File: src/rtl/execute_pkg.sv
// Execute stage package with micro-operation layout, unit and operation codes, data widths
`default_nettype none

package execute_pkg;

    // Data and address widths
    localparam int XLEN       = 32;
    localparam int REG_ADDR_W = 5;
    localparam int SHAMT_W    = $clog2(XLEN);  // Shift amount taken from operand B

    // Micro-operation layout, low index and width per field
    localparam int MICRO_OP_W  = 13;
    localparam int UNIT_LSB    = 0;
    localparam int UNIT_W      = 2;
    localparam int ALU_OP_LSB  = 2;
    localparam int ALU_OP_W    = 4;
    localparam int BR_COND_LSB = 6;
    localparam int BR_COND_W   = 3;
    localparam int KIND_LSB    = 9;
    localparam int KIND_W      = 2;
    localparam int WB_SEL_LSB  = 11;           // Result or incremented PC
    localparam int WB_EN_LSB   = 12;           // Register write request

    // Result-producing units
    localparam logic [UNIT_W-1:0] UNIT_ALU = 2'd0;
    localparam logic [UNIT_W-1:0] UNIT_MUL = 2'd1;

    // ALU operations
    localparam logic [ALU_OP_W-1:0] ALU_ADD  = 4'd0;
    localparam logic [ALU_OP_W-1:0] ALU_SUB  = 4'd1;
    localparam logic [ALU_OP_W-1:0] ALU_SLL  = 4'd2;
    localparam logic [ALU_OP_W-1:0] ALU_SRL  = 4'd3;
    localparam logic [ALU_OP_W-1:0] ALU_SRA  = 4'd4;
    localparam logic [ALU_OP_W-1:0] ALU_AND  = 4'd5;
    localparam logic [ALU_OP_W-1:0] ALU_OR   = 4'd6;
    localparam logic [ALU_OP_W-1:0] ALU_XOR  = 4'd7;
    localparam logic [ALU_OP_W-1:0] ALU_SLT  = 4'd8;
    localparam logic [ALU_OP_W-1:0] ALU_SLTU = 4'd9;

    // Branch conditions
    localparam logic [BR_COND_W-1:0] BR_NONE = 3'd0;
    localparam logic [BR_COND_W-1:0] BR_EQ   = 3'd1;
    localparam logic [BR_COND_W-1:0] BR_NE   = 3'd2;
    localparam logic [BR_COND_W-1:0] BR_LT   = 3'd3;
    localparam logic [BR_COND_W-1:0] BR_GE   = 3'd4;
    localparam logic [BR_COND_W-1:0] BR_LTU  = 3'd5;
    localparam logic [BR_COND_W-1:0] BR_GEU  = 3'd6;

    // Instruction kinds
    localparam logic [KIND_W-1:0] KIND_OTHER  = 2'd0;
    localparam logic [KIND_W-1:0] KIND_BRANCH = 2'd1;
    localparam logic [KIND_W-1:0] KIND_JUMP   = 2'd2;  // Always taken

    // Write-back data selection
    localparam logic WB_RESULT  = 1'b0;
    localparam logic WB_PC_NEXT = 1'b1;

    // Iterative multiplier
    localparam int MUL_CYCLES = 32;
    localparam int MUL_CNT_W  = $clog2(MUL_CYCLES);

endpackage

`default_nettype wire

File: src/rtl/operand_stage.sv
// Operand stage that captures an issued operation and precomputes its comparison flags
`default_nettype none
`timescale 1ns/1ps

module operand_stage (
    input  logic                                clk_i,
    input  logic                                rst_i,
    input  logic                                issue_valid_i,
    input  logic                                accept_i,      // Stage ready level
    input  logic [execute_pkg::MICRO_OP_W-1:0]  micro_op_i,
    input  logic [execute_pkg::REG_ADDR_W-1:0]  rd_addr_i,
    input  logic [execute_pkg::XLEN-1:0]        pc_next_i,
    input  logic [execute_pkg::XLEN-1:0]        operand_a_i,
    input  logic [execute_pkg::XLEN-1:0]        operand_b_i,
    output logic                                op_valid_o,
    output logic [execute_pkg::MICRO_OP_W-1:0]  micro_op_o,
    output logic [execute_pkg::REG_ADDR_W-1:0]  rd_addr_o,
    output logic [execute_pkg::XLEN-1:0]        pc_next_o,
    output logic [execute_pkg::XLEN-1:0]        operand_a_o,
    output logic [execute_pkg::XLEN-1:0]        operand_b_o,
    output logic                                lt_o,          // Signed A < B
    output logic                                ltu_o,         // Unsigned A < B
    output logic                                eq_o
);

    logic capture;
    logic lt_in;
    logic ltu_in;
    logic eq_in;

    // Issue while not ready is dropped
    assign capture = issue_valid_i & accept_i;

    // Compare before the register so the flags arrive with the operation
    assign lt_in  = $signed(operand_a_i) < $signed(operand_b_i);
    assign ltu_in = operand_a_i < operand_b_i;
    assign eq_in  = operand_a_i == operand_b_i;

    always_ff @(posedge clk_i) begin
        if (rst_i) begin
            op_valid_o <= 1'b0;
        end else begin
            op_valid_o <= capture;  // One cycle per accepted issue
        end
    end

    // Operation payload, only meaningful while op_valid_o is high
    always_ff @(posedge clk_i) begin
        if (capture) begin
            micro_op_o  <= micro_op_i;
            rd_addr_o   <= rd_addr_i;
            pc_next_o   <= pc_next_i;
            operand_a_o <= operand_a_i;
            operand_b_o <= operand_b_i;
            lt_o        <= lt_in;
            ltu_o       <= ltu_in;
            eq_o        <= eq_in;
        end
    end

endmodule

`default_nettype wire

File: src/rtl/alu.sv
// Arithmetic-logic unit for add, subtract, shifts, logic operations and set-less-than
`default_nettype none
`timescale 1ns/1ps

module alu (
    input  logic [execute_pkg::ALU_OP_W-1:0] alu_op_i,
    input  logic [execute_pkg::XLEN-1:0]     operand_a_i,
    input  logic [execute_pkg::XLEN-1:0]     operand_b_i,
    input  logic                             lt_i,         // Precomputed signed compare
    input  logic                             ltu_i,        // Precomputed unsigned compare
    output logic [execute_pkg::XLEN-1:0]     result_o
);

    import execute_pkg::*;

    logic [SHAMT_W-1:0] shamt;

    assign shamt = operand_b_i[SHAMT_W-1:0];  // Only the low five bits shift

    always_comb begin
        case (alu_op_i)
            ALU_ADD: begin
                result_o = operand_a_i + operand_b_i;  // Also the branch and jump target
            end
            ALU_SUB: begin
                result_o = operand_a_i - operand_b_i;
            end
            ALU_SLL: begin
                result_o = operand_a_i << shamt;
            end
            ALU_SRL: begin
                result_o = operand_a_i >> shamt;
            end
            ALU_SRA: begin
                result_o = $signed(operand_a_i) >>> shamt;  // Sign bit fills from the top
            end
            ALU_AND: begin
                result_o = operand_a_i & operand_b_i;
            end
            ALU_OR: begin
                result_o = operand_a_i | operand_b_i;
            end
            ALU_XOR: begin
                result_o = operand_a_i ^ operand_b_i;
            end
            ALU_SLT: begin
                result_o = {{(XLEN-1){1'b0}}, lt_i};
            end
            ALU_SLTU: begin
                result_o = {{(XLEN-1){1'b0}}, ltu_i};
            end
            default: begin
                result_o = '0;  // Unused codes give zero
            end
        endcase
    end

endmodule

`default_nettype wire

File: src/rtl/multiplier.sv
// Iterative shift-add multiplier that keeps the low word of the product
`default_nettype none
`timescale 1ns/1ps

module multiplier (
    input  logic                         clk_i,
    input  logic                         rst_i,
    input  logic                         start_i,
    input  logic [execute_pkg::XLEN-1:0] multiplicand_i,
    input  logic [execute_pkg::XLEN-1:0] multiplier_i,
    output logic                         busy_o,
    output logic                         done_o,         // One cycle, product valid
    output logic [execute_pkg::XLEN-1:0] product_o
);

    import execute_pkg::*;

    logic [XLEN-1:0]      mcand_q;   // Multiplicand, shifted left each step
    logic [XLEN-1:0]      mplier_q;  // Multiplier, shifted right each step
    logic [MUL_CNT_W-1:0] cnt_q;     // Steps still to do after the current one
    logic [XLEN-1:0]      acc_src;
    logic [XLEN-1:0]      mcand_src;
    logic [XLEN-1:0]      mplier_src;
    logic                 step;
    logic                 last_step;

    // The start cycle already performs the first step
    assign step       = start_i | busy_o;
    assign acc_src    = start_i ? '0 : product_o;
    assign mcand_src  = start_i ? multiplicand_i : mcand_q;
    assign mplier_src = start_i ? multiplier_i : mplier_q;
    assign last_step  = busy_o && (cnt_q == MUL_CNT_W'(1));

    // Control state
    always_ff @(posedge clk_i) begin
        if (rst_i) begin
            busy_o <= 1'b0;
            done_o <= 1'b0;
            cnt_q  <= '0;
        end else begin
            done_o <= last_step;
            if (start_i) begin
                busy_o <= 1'b1;
                cnt_q  <= MUL_CNT_W'(MUL_CYCLES - 1);
            end else if (busy_o) begin
                busy_o <= !last_step;
                cnt_q  <= cnt_q - 1'b1;
            end
        end
    end

    // Datapath, one partial product added per step
    always_ff @(posedge clk_i) begin
        if (step) begin
            product_o <= acc_src + (mplier_src[0] ? mcand_src : '0);
            mcand_q   <= mcand_src << 1;
            mplier_q  <= mplier_src >> 1;
        end
    end

endmodule

`default_nettype wire

File: src/rtl/execute_unit.sv
// Execute unit that routes operands to the ALU and multiplier, resolves branches and paces issue
`default_nettype none
`timescale 1ns/1ps

module execute_unit (
    input  logic                                clk_i,
    input  logic                                rst_i,
    input  logic                                op_valid_i,
    input  logic [execute_pkg::MICRO_OP_W-1:0]  micro_op_i,
    input  logic [execute_pkg::REG_ADDR_W-1:0]  rd_addr_i,
    input  logic [execute_pkg::XLEN-1:0]        pc_next_i,
    input  logic [execute_pkg::XLEN-1:0]        operand_a_i,
    input  logic [execute_pkg::XLEN-1:0]        operand_b_i,
    input  logic                                lt_i,
    input  logic                                ltu_i,
    input  logic                                eq_i,
    output logic                                result_valid_o,
    output logic [execute_pkg::XLEN-1:0]        result_o,
    output logic [execute_pkg::MICRO_OP_W-1:0]  micro_op_o,
    output logic [execute_pkg::REG_ADDR_W-1:0]  rd_addr_o,
    output logic [execute_pkg::XLEN-1:0]        pc_next_o,
    output logic [execute_pkg::XLEN-1:0]        branch_target_o,
    output logic                                branch_taken_o,
    output logic [execute_pkg::XLEN-1:0]        fwd_value_o,
    output logic                                ready_o
);

    import execute_pkg::*;

    logic [UNIT_W-1:0]     unit;
    logic [BR_COND_W-1:0]  br_cond;
    logic [KIND_W-1:0]     kind;
    logic                  alu_valid;
    logic                  mul_start;
    logic                  mul_busy;
    logic                  mul_done;
    logic                  cond_met;
    logic [XLEN-1:0]       alu_result;
    logic [XLEN-1:0]       mul_product;
    logic [MICRO_OP_W-1:0] mul_micro_op_q;  // Record parked during a multiply
    logic [REG_ADDR_W-1:0] mul_rd_addr_q;
    logic [XLEN-1:0]       mul_pc_next_q;

    assign unit    = micro_op_i[UNIT_LSB +: UNIT_W];
    assign br_cond = micro_op_i[BR_COND_LSB +: BR_COND_W];
    assign kind    = micro_op_i[KIND_LSB +: KIND_W];

    assign alu_valid = op_valid_i && (unit == UNIT_ALU);
    assign mul_start = op_valid_i && (unit == UNIT_MUL);

    alu u_alu (
        .alu_op_i    (micro_op_i[ALU_OP_LSB +: ALU_OP_W]),
        .operand_a_i (operand_a_i),
        .operand_b_i (operand_b_i),
        .lt_i        (lt_i),
        .ltu_i       (ltu_i),
        .result_o    (alu_result)
    );

    multiplier u_multiplier (
        .clk_i          (clk_i),
        .rst_i          (rst_i),
        .start_i        (mul_start),
        .multiplicand_i (operand_a_i),
        .multiplier_i   (operand_b_i),
        .busy_o         (mul_busy),
        .done_o         (mul_done),
        .product_o      (mul_product)
    );

    always_ff @(posedge clk_i) begin
        if (mul_start) begin
            mul_micro_op_q <= micro_op_i;
            mul_rd_addr_q  <= rd_addr_i;
            mul_pc_next_q  <= pc_next_i;
        end
    end

    // Multiply completion takes the output slot, no ALU op can be in flight then
    assign result_valid_o = alu_valid | mul_done;
    assign result_o       = mul_done ? mul_product : alu_result;
    assign micro_op_o     = mul_done ? mul_micro_op_q : micro_op_i;
    assign rd_addr_o      = mul_done ? mul_rd_addr_q : rd_addr_i;
    assign pc_next_o      = mul_done ? mul_pc_next_q : pc_next_i;
    assign fwd_value_o    = result_o;  // Value heading to write-back

    always_comb begin
        case (br_cond)
            BR_EQ:   cond_met = eq_i;
            BR_NE:   cond_met = !eq_i;
            BR_LT:   cond_met = lt_i;
            BR_GE:   cond_met = !lt_i;
            BR_LTU:  cond_met = ltu_i;
            BR_GEU:  cond_met = !ltu_i;
            default: cond_met = 1'b0;  // BR_NONE and spare codes never branch
        endcase
    end

    // Decode sets ALU_ADD on branches and jumps, so the ALU output is A+B
    assign branch_target_o = alu_result;
    assign branch_taken_o  = op_valid_i &&
                             ((kind == KIND_JUMP) || ((kind == KIND_BRANCH) && cond_met));

    // Low from the start cycle until the multiplier finishes
    assign ready_o = !mul_busy && !mul_start;

endmodule

`default_nettype wire

File: src/rtl/writeback_stage.sv
// Write-back stage that picks the write data, qualifies the enable and registers the record
`default_nettype none
`timescale 1ns/1ps

module writeback_stage (
    input  logic                                clk_i,
    input  logic                                rst_i,
    input  logic                                result_valid_i,
    input  logic [execute_pkg::XLEN-1:0]        result_i,
    input  logic [execute_pkg::MICRO_OP_W-1:0]  micro_op_i,
    input  logic [execute_pkg::REG_ADDR_W-1:0]  rd_addr_i,
    input  logic [execute_pkg::XLEN-1:0]        pc_next_i,
    output logic                                wb_we_o,
    output logic [execute_pkg::REG_ADDR_W-1:0]  wb_rd_addr_o,
    output logic [execute_pkg::XLEN-1:0]        wb_data_o
);

    import execute_pkg::*;

    logic            we_next;
    logic [XLEN-1:0] data_next;

    // Jumps write the return address instead of the unit result
    assign data_next = (micro_op_i[WB_SEL_LSB] == WB_PC_NEXT) ? pc_next_i : result_i;

    // Register zero is hardwired, writes to it are dropped
    assign we_next = result_valid_i && micro_op_i[WB_EN_LSB] && (rd_addr_i != '0);

    always_ff @(posedge clk_i) begin
        if (rst_i) begin
            wb_we_o      <= 1'b0;
            wb_rd_addr_o <= '0;
            wb_data_o    <= '0;
        end else begin
            wb_we_o      <= we_next;  // High for one cycle per record
            wb_rd_addr_o <= rd_addr_i;
            wb_data_o    <= data_next;
        end
    end

endmodule

`default_nettype wire

File: src/rtl/execute_top.sv
// Execute stage top level joining the operand, execute and write-back stages
`default_nettype none
`timescale 1ns/1ps

module execute_top (
    input  logic                                clk_i,
    input  logic                                rst_i,
    input  logic                                issue_valid_i,
    input  logic [execute_pkg::MICRO_OP_W-1:0]  micro_op_i,
    input  logic [execute_pkg::REG_ADDR_W-1:0]  rd_addr_i,
    input  logic [execute_pkg::XLEN-1:0]        pc_next_i,
    input  logic [execute_pkg::XLEN-1:0]        operand_a_i,
    input  logic [execute_pkg::XLEN-1:0]        operand_b_i,
    output logic                                ready_o,
    output logic [execute_pkg::XLEN-1:0]        branch_target_o,
    output logic                                branch_taken_o,
    output logic [execute_pkg::XLEN-1:0]        fwd_value_o,
    output logic                                wb_we_o,
    output logic [execute_pkg::REG_ADDR_W-1:0]  wb_rd_addr_o,
    output logic [execute_pkg::XLEN-1:0]        wb_data_o
);

    import execute_pkg::*;

    // Operand stage to execute unit
    logic                  op_valid;
    logic [MICRO_OP_W-1:0] op_micro_op;
    logic [REG_ADDR_W-1:0] op_rd_addr;
    logic [XLEN-1:0]       op_pc_next;
    logic [XLEN-1:0]       op_a;
    logic [XLEN-1:0]       op_b;
    logic                  op_lt;
    logic                  op_ltu;
    logic                  op_eq;

    // Execute unit to write-back stage
    logic                  res_valid;
    logic [XLEN-1:0]       res_value;
    logic [MICRO_OP_W-1:0] res_micro_op;
    logic [REG_ADDR_W-1:0] res_rd_addr;
    logic [XLEN-1:0]       res_pc_next;

    operand_stage u_operand_stage (
        .clk_i         (clk_i),
        .rst_i         (rst_i),
        .issue_valid_i (issue_valid_i),
        .accept_i      (ready_o),        // Issues only land while ready
        .micro_op_i    (micro_op_i),
        .rd_addr_i     (rd_addr_i),
        .pc_next_i     (pc_next_i),
        .operand_a_i   (operand_a_i),
        .operand_b_i   (operand_b_i),
        .op_valid_o    (op_valid),
        .micro_op_o    (op_micro_op),
        .rd_addr_o     (op_rd_addr),
        .pc_next_o     (op_pc_next),
        .operand_a_o   (op_a),
        .operand_b_o   (op_b),
        .lt_o          (op_lt),
        .ltu_o         (op_ltu),
        .eq_o          (op_eq)
    );

    execute_unit u_execute_unit (
        .clk_i           (clk_i),
        .rst_i           (rst_i),
        .op_valid_i      (op_valid),
        .micro_op_i      (op_micro_op),
        .rd_addr_i       (op_rd_addr),
        .pc_next_i       (op_pc_next),
        .operand_a_i     (op_a),
        .operand_b_i     (op_b),
        .lt_i            (op_lt),
        .ltu_i           (op_ltu),
        .eq_i            (op_eq),
        .result_valid_o  (res_valid),
        .result_o        (res_value),
        .micro_op_o      (res_micro_op),
        .rd_addr_o       (res_rd_addr),
        .pc_next_o       (res_pc_next),
        .branch_target_o (branch_target_o),
        .branch_taken_o  (branch_taken_o),
        .fwd_value_o     (fwd_value_o),
        .ready_o         (ready_o)
    );

    writeback_stage u_writeback_stage (
        .clk_i          (clk_i),
        .rst_i          (rst_i),
        .result_valid_i (res_valid),
        .result_i       (res_value),
        .micro_op_i     (res_micro_op),
        .rd_addr_i      (res_rd_addr),
        .pc_next_i      (res_pc_next),
        .wb_we_o        (wb_we_o),
        .wb_rd_addr_o   (wb_rd_addr_o),
        .wb_data_o      (wb_data_o)
    );

endmodule

`default_nettype wire

File: config.mk
export PLATFORM = sky130hd
export DESIGN_NAME = execute_top
export DESIGN_NICKNAME = d
export VERILOG_FILES = /design/src/rtl/execute_pkg.sv /design/src/rtl/operand_stage.sv /design/src/rtl/alu.sv /design/src/rtl/multiplier.sv /design/src/rtl/execute_unit.sv /design/src/rtl/writeback_stage.sv /design/src/rtl/execute_top.sv
export SDC_FILE = /design/constraint.sdc
export NUM_CORES = 1
export LEC_CHECK = 0
export BUFFER_PORTS_ARGS = -buffer_cell sky130_fd_sc_hd__buf_2
export CELL_PAD_IN_SITES_DETAIL_PLACEMENT = 0
export CELL_PAD_IN_SITES_GLOBAL_PLACEMENT = 1
export CORE_MARGIN = 3
export CORE_UTILIZATION = 48
export DETAILED_ROUTE_END_ITERATION = 10
export PLACE_DENSITY = 0.79
export SYNTH_ARGS = -nofsm -noshare
export SYNTH_HDL_FRONTEND = slang
export SYNTH_SLANG_ARGS = --single-unit
File: constraint.sdc
create_clock -name clk_i -period 7 [get_ports clk_i]
set_clock_uncertainty 0.2 [all_clocks]
set_input_delay 1.4 -clock clk_i [delete_from_list [all_inputs] [get_ports clk_i]]
set_output_delay 1.4 -clock clk_i [all_outputs]
set_load 0.05 [all_outputs]
## Word level (Yosys, flattened, before mapping)

Cells that the tools add are included.

| word-level totals | value |
|---|---|
| input bits | 117 |
| word-level logic and storage cells | 91 |
| output and inout port bits | 104 |
| register bits | 307 |

| operators by class | value |
|---|---|
| reduce and logical (&&, ||, !) cells | 19 |
| muxes and demuxes | 15 |
| bitwise operators | 6 |
| shifts and indexed selects | 3 |
| add/subtract/negate cells | 4 |
| equal/unequal tests | 20 |
| $lt $le $gt $ge | 2 |

Operators by type and width:

| operator | number |
|---|---|
| $pmux W32 S10 | 1 |
| $mux W32 | 6 |
| $add A32 B32 Y32 | 2 |
| $lt A32 B32 Y1 | 2 |
| $and A32 B32 Y32 | 1 |
| $eq A32 B32 Y1 | 1 |
| $or A32 B32 Y32 | 1 |
| $shl A32 B5 Y32 | 1 |
| $shr A32 B5 Y32 | 1 |
| $sshr A32 B5 Y32 | 1 |
| $sub A32 B32 Y32 | 1 |
| $xor A32 B32 Y32 | 1 |
| $mux W31 | 1 |
| $eq A4 B3 Y1 const B | 4 |
| $mux W5 | 3 |
| $mux W13 | 1 |
| $eq A3 B3 Y1 const B | 3 |
| $eq A4 B2 Y1 const B | 2 |
| $eq A4 B4 Y1 const B | 2 |
| $logic_and A1 B1 Y1 | 8 |
| $eq A3 B2 Y1 const B | 2 |
| $logic_not A1 Y1 | 6 |
| $pmux W1 S6 | 1 |
| $eq A5 B1 Y1 const B | 1 |
| 13 further kinds | 16 |

## Longest topological paths before layout

| logic depth | value |
|---|---|
| depth in word-level cells | 5 |
| depth in mapped cells | 20 |
| gate-level depth less buffers | 18 |

## By module

A second synthesis with hierarchy kept.

| second synthesis, totals | value |
|---|---|
| cells, all modules | 2235 |
| area, all modules | 23038.3 µm² |

Modules (own cells, without submodules):

| module | sequential area each (µm²) | area each (µm²) | cells an instance | instances |
|---|---|---|---|---|
| alu | 0.0 | 8237.9 | 1200 | 1 |
| multiplier | 2962.8 | 5970.7 | 495 | 1 |
| operand_stage | 3533.4 | 4370.4 | 235 | 1 |
| execute_unit | 1501.4 | 3115.5 | 186 | 1 |
| writeback_stage | 760.7 | 1343.8 | 119 | 1 |

## Worst setup path before layout

OpenSTA, ideal clock, no wires.

| timing path | value |
|---|---|
| path type | reg-to-output |
| start | register u_operand_stage.operand_b_o[0] (netlist name) |
| end | output fwd_value_o[23] (netlist name) |
| path slack | 0.276 ns |
| data arrival time | 5.124 ns |
| stages on the path, launching flop included | 18 |
| data required time | 5.400 ns |
| cell sequence | edfxtp_1 -> buf_6 -> inv_2 -> buf_1 -> ha_1 -> nand4_1 -> o21ai_0 -> xnor2_1 -> ha_1 -> clkbuf_1 -> a21o_1 -> o21bai_1 -> a211oi_1 -> o221ai_1 -> o21bai_1 -> a311oi_1 -> o21ai_0 -> mux2_2 |

| on the way | value |
|---|---|
| cells in the longest elaborated chain, start to end | 3 |

Ends and longest elaborated chain:

| what | RTL line | RTL |
|---|---|---|
| start: declaration | operand_stage.sv:20 | `output logic [execute_pkg::XLEN-1:0] operand_b_o,` |
| start signal: assignment | operand_stage.sv:54 | `operand_b_o <= operand_b_i;` |
| $sub A32 B32 Y32 (tied with other cells) | alu.sv:26 | `result_o = operand_a_i - operand_b_i;` |
| $pmux W32 S10 (*) | alu.sv:21 | `case (alu_op_i)` |
| named net branch_target_o, one bit | execute_top.sv:15 | `output logic [execute_pkg::XLEN-1:0] branch_target_o,` |
| $mux W32 (*) | execute_unit.sv:81 | `assign result_o = mul_done ? mul_product : alu_result;` |
| end: declaration | execute_top.sv:17 | `output logic [execute_pkg::XLEN-1:0] fwd_value_o,` |

Mark *: on every way through the listed nets, which the timed path passes. The rest lies on a longest branch.

## Worst setup path after layout

| timing path | value |
|---|---|
| start | register u_operand_stage.operand_b_o[7] (netlist name) |
| end | output fwd_value_o[29] (netlist name) |

| on the way | value |
|---|---|
| cells in the longest elaborated chain, start to end | 3 |

Ends and longest elaborated chain:

| what | RTL line |
|---|---|
| $sub A32 B32 Y32 or $add A32 B32 Y32 (tied branches) | alu.sv:26, alu.sv:23 |
| $pmux W32 S10 (*) | alu.sv:21 |
| $mux W32 (*) | execute_unit.sv:81 |

Mark *: on every way between the ends. The rest lies on a longest branch, timed or not.

==> run metrics <==
Cells after Synth 2,208; Reg power frac 38.2%; Die Wd 220 µm; switching part of the total power 35.9%; CP max FO 6; Register Area 0.00843 mm²; sw power 0.00202 W; period utilization 96.6%; total negative setup slack 0 ps; Crit. End Element output pin; Finished Layout Cells 2,988; Routed Antenna Nets 0; Peak VDD IR 0.175 mV; I/O pin total 221; die height 220 µm; Cell Area, Placed 0.0236 mm²; Synth area leaders edfxtp_1 (34%), ha_1 (9.2%), mux4_2 (6.9%), mux2i_1 (4.4%), dfxtp_1 (4.2%); Clock H-tree levels 2; Synth Area in XOR/XNOR 3.19%; largest family of logic cells by synthesized area compound AO/OA/AOI/OAI gates; number of remaining DRC errors 0; final hold viol count 0; vias 19,092; Vias/cell 6.39; worst reg2reg path depth 14; Syn Area/Cell 9.96 µm²; initial antenna violation count 3; # setup viols final 0; initial detailed-routing violation count 2,175; status completed; mux share of post-synthesis cell area 13.2%; Clock Latency Late Sink 560 ps; number of global-route vias before repair 18,327; Worst Slack Setup Final 238 ps; critical path required time 5400 ps; # nets final 2,651; Post-synth EDFFs 250; DP HPWL 60.4 mm; Synth Area in Compound Gates 17.6%; remaining global-route overflow 0; area grow syn2layout 12.6%; first-pass GRT wire length 118 mm; Routed WL 80.0 mm; f_max 148 MHz; Hold Path Cell Cnt 0; clock power share 32.0%; Data arrival, critical path 5160 ps; length of the first detailed-routing pass in iterations 5; synthesized flop and latch total 296; Global Route Usage Sum 32.7%; pin count of the biggest net entering global routing 64; Max Root-Sink Buffers 3; crit path time final 6760 ps; area of the multi-input gates 0.0125 mm²; sequential cell area fraction in the yosys report 38.3%; critical-path cell list nor3_1 -> nand4_1 -> nor2_2 -> nand2_2 -> o21ai_0 -> xnor2_1 -> ha_1 -> a21oi_1 -> o21bai_1 -> a21oi_1 -> o211a_1 -> a21oi_1 -> or4_1 -> a41oi_2 -> buf_2; Core Region 0.0447 mm²; Starting Density 49.2%; Pwr Density 228 mW/mm²; Routed WL per cell 26.8 µm; Pleak 10.4 nW; WP buf/inv 1; CP max stage delay 590 ps; Crit path depth 15; family with the most delay on the worst path simple AND/OR/NAND/NOR gates; IO buf count 220; Gate power share 29.8%; RSZ-0062 raised after global routing false; share of synthesized registers carrying an async set or reset 0%; adder-cell share of the synthesized area 9.40%; clock-pin slew on the worst setup and hold paths 60 ps; CP dominant cell by count a21oi_1; Synth top area share 34.1%; Std-Cell Rows 77; CTS Root Cell clkbuf_16; DP Cell Count 2,925; proportion of layout cells with a drive suffix above 1 19.1%; Hold WC Path Type register to register; Pint 0.00362 W; warnings from Yosys 0; CTS Buf Count 35; Startpoint Class register; Post-Syn Nets 2,489; Rel. slew slack 27.2%; Final Instance Area 0.0248 mm²; Max Cap Viol 0; Hold Slack 246 ps; Die ar. 0.0484 mm²; critical path's slowest cell or4_1; Primary FF master, synth edfxtp_1; post-synth cell types 94; clock sink total 296; GPL Wtd Cong 1.03; area leader, netlist edfxtp_1; Synth Area in Simple Gates 13.1%; Place WS 457 ps; CP Class register to output pin; Fill cells 4,056; CTS tree done; Synth Cell Area 0.0220 mm²; Final Max Slew Viols 0; hold_buf cts 0; Tightest Pin Transition 1090 ps
-- final timing paths --
check | slack [ps] | to | start
setup / recovery | 240 | fwd_value_o[29] | u_operand_stage.operand_b_o[7]
hold / removal | 250 | u_execute_unit.mul_pc_next_q[29] | u_operand_stage.pc_next_o[29]
setup reg to reg | 1440 | u_execute_unit.u_multiplier.product_o[28] | u_operand_stage.op_valid_o
hold reg to reg | 250 | u_execute_unit.mul_pc_next_q[29] | u_operand_stage.pc_next_o[29]
-- repair_timing --
item | 4_1_cts | 5_1_grt
setup endpoints to repair | 2 | 17
resized for setup | 2 | 14
setup buffers | 0 | 0
-- per-stage QoR --
stage / total power, W / utilization, %
floorplan: 0.00332 / -
global placement: 0.00382 / 52.7
detailed placement: 0.00383 / 52.7
CTS: 0.00563 / 55.3
global route: 0.00586 / 55.4
finish: 0.00564 / 55.4
-- worst register-to-register path: stages (launching register included) --
cell      delay [ps]
dfxtp_1          520
nor2b_1          340
nand2_4          360
a21oi_2          750
nor2b_1          130
ha_1             430
a21o_1           240
a221o_1          350
or3_1            310
o21ai_1          290
o21ai_1          260
a221oi_1         690
o21ai_1          120
a21oi_1          200
xnor2_1          100
-- registers in the layout, indices dropped and copies added (netlist names), 2 cells and up --
| register | count |
|---|---|
| u_writeback_stage.wb_data_o | 32 |
| u_execute_unit.u_multiplier.product_o | 32 |
| u_writeback_stage.wb_rd_addr_o | 5 |
| u_operand_stage.rd_addr_o | 5 |
| u_execute_unit.mul_micro_op_q | 2 |
| u_execute_unit.mul_rd_addr_q | 5 |
| u_execute_unit.u_multiplier.cnt_q | 5 |
| u_operand_stage.micro_op_o | 13 |
| u_operand_stage.pc_next_o | 32 |
| u_execute_unit.u_multiplier.mcand_q | 31 |
| u_operand_stage.operand_a_o | 32 |
| u_operand_stage.operand_b_o | 32 |
| u_execute_unit.u_multiplier.mplier_q | 31 |
| u_execute_unit.mul_pc_next_q | 32 |
-- power groups by stage --
stage          clock [W]  combinational [W]  sequential (W)
3_3_place_gp           0            0.00164         0.00218
4_1_cts          0.00183            0.00165         0.00215
2_1_floorplan          0            0.00111         0.00220
5_1_grt          0.00190            0.00180         0.00216
3_5_place_dp           0            0.00164         0.00218
6_report         0.00180            0.00168         0.00215
-- layout make-up --
cell class              instances  share of cell area [%]
well taps                     592                    2.99
clock inverters                17                   0.642
flip-flops and latches        296                    34.0
repair buffers                261                    5.70
diodes                          1                  0.0101
clock buffers                  45                    3.85
multi-input cells            1627                    50.5
inverters                     149                    2.26
-- Yosys cell counts (all sizes together), types with 7 or more instances --
cell and instances:
and2 39, nand3 28, mux2i 97, mux2 33, xnor2 62, a22o 7, mux4 68, nor2b 44
o21bai 11, nand4 24, a221o 7, o21ai 157, nor2 159, a2111oi 7, nor3 45, o211a 13
nand2b 18, a21oi 120, dfxtp 46, clkbuf 92, a22oi 32, inv 149, a211oi 33, a21o 41
and3 11, ha 162, o211ai 14, o221ai 14, a31oi 18, nand2 180, o21a 23, buf 44
xor2 18, o22ai 12, or3 13, o31ai 13, nor4 10, edfxtp 250
-- cell usage in the layout (no fill, tap or decap), types with 14 or more instances in the layout --
master	count
o21ai_0	132
a22oi_1	31
mux2_2	28
xnor2_1	62
a21oi_1	119
edfxtp_1	250
o21a_1	23
nor3_1	43
a21o_1	41
o21ai_1	24
nor2_1	157
clkbuf_16	35
nand2_1	177
a211oi_1	32
ha_1	162
inv_1	145
o211ai_1	14
nor2b_1	43
dfxtp_1	45
nand2b_1	18
nand3_1	27
mux4_2	67
xor2_1	18
mux2i_1	97
and2_1	36
buf_4	41
buf_2	219
a31oi_1	18
nand4_1	23
-- logic make-up after synthesis --
kind of cell / after synthesis
AOI/OAI and AO/OA: 586
xor gates and xnor gates: 80
adders and majority gates: 164
buffers and inverters: 285
DFF: 296
muxes: 198
and+or+nand+nor: 599
-- layer usage --
| metal | vias up | wire length [µm] | part of all wire [%] | GRT usage (%) |
|---|---|---|---|---|
| met5 | - | 41 | 0.051 | 0 |
| met4 | 4 | 4190 | 5.2 | 14.6 |
| met3 | 207 | 6690 | 8.4 | 6.33 |
| met1 | 9343 | 33400 | 42 | 45.5 |
| met2 | 972 | 35600 | 45 | 49.5 |
| li1 | 8566 | - | - | - |
Power figures use the tool's default switching activity.
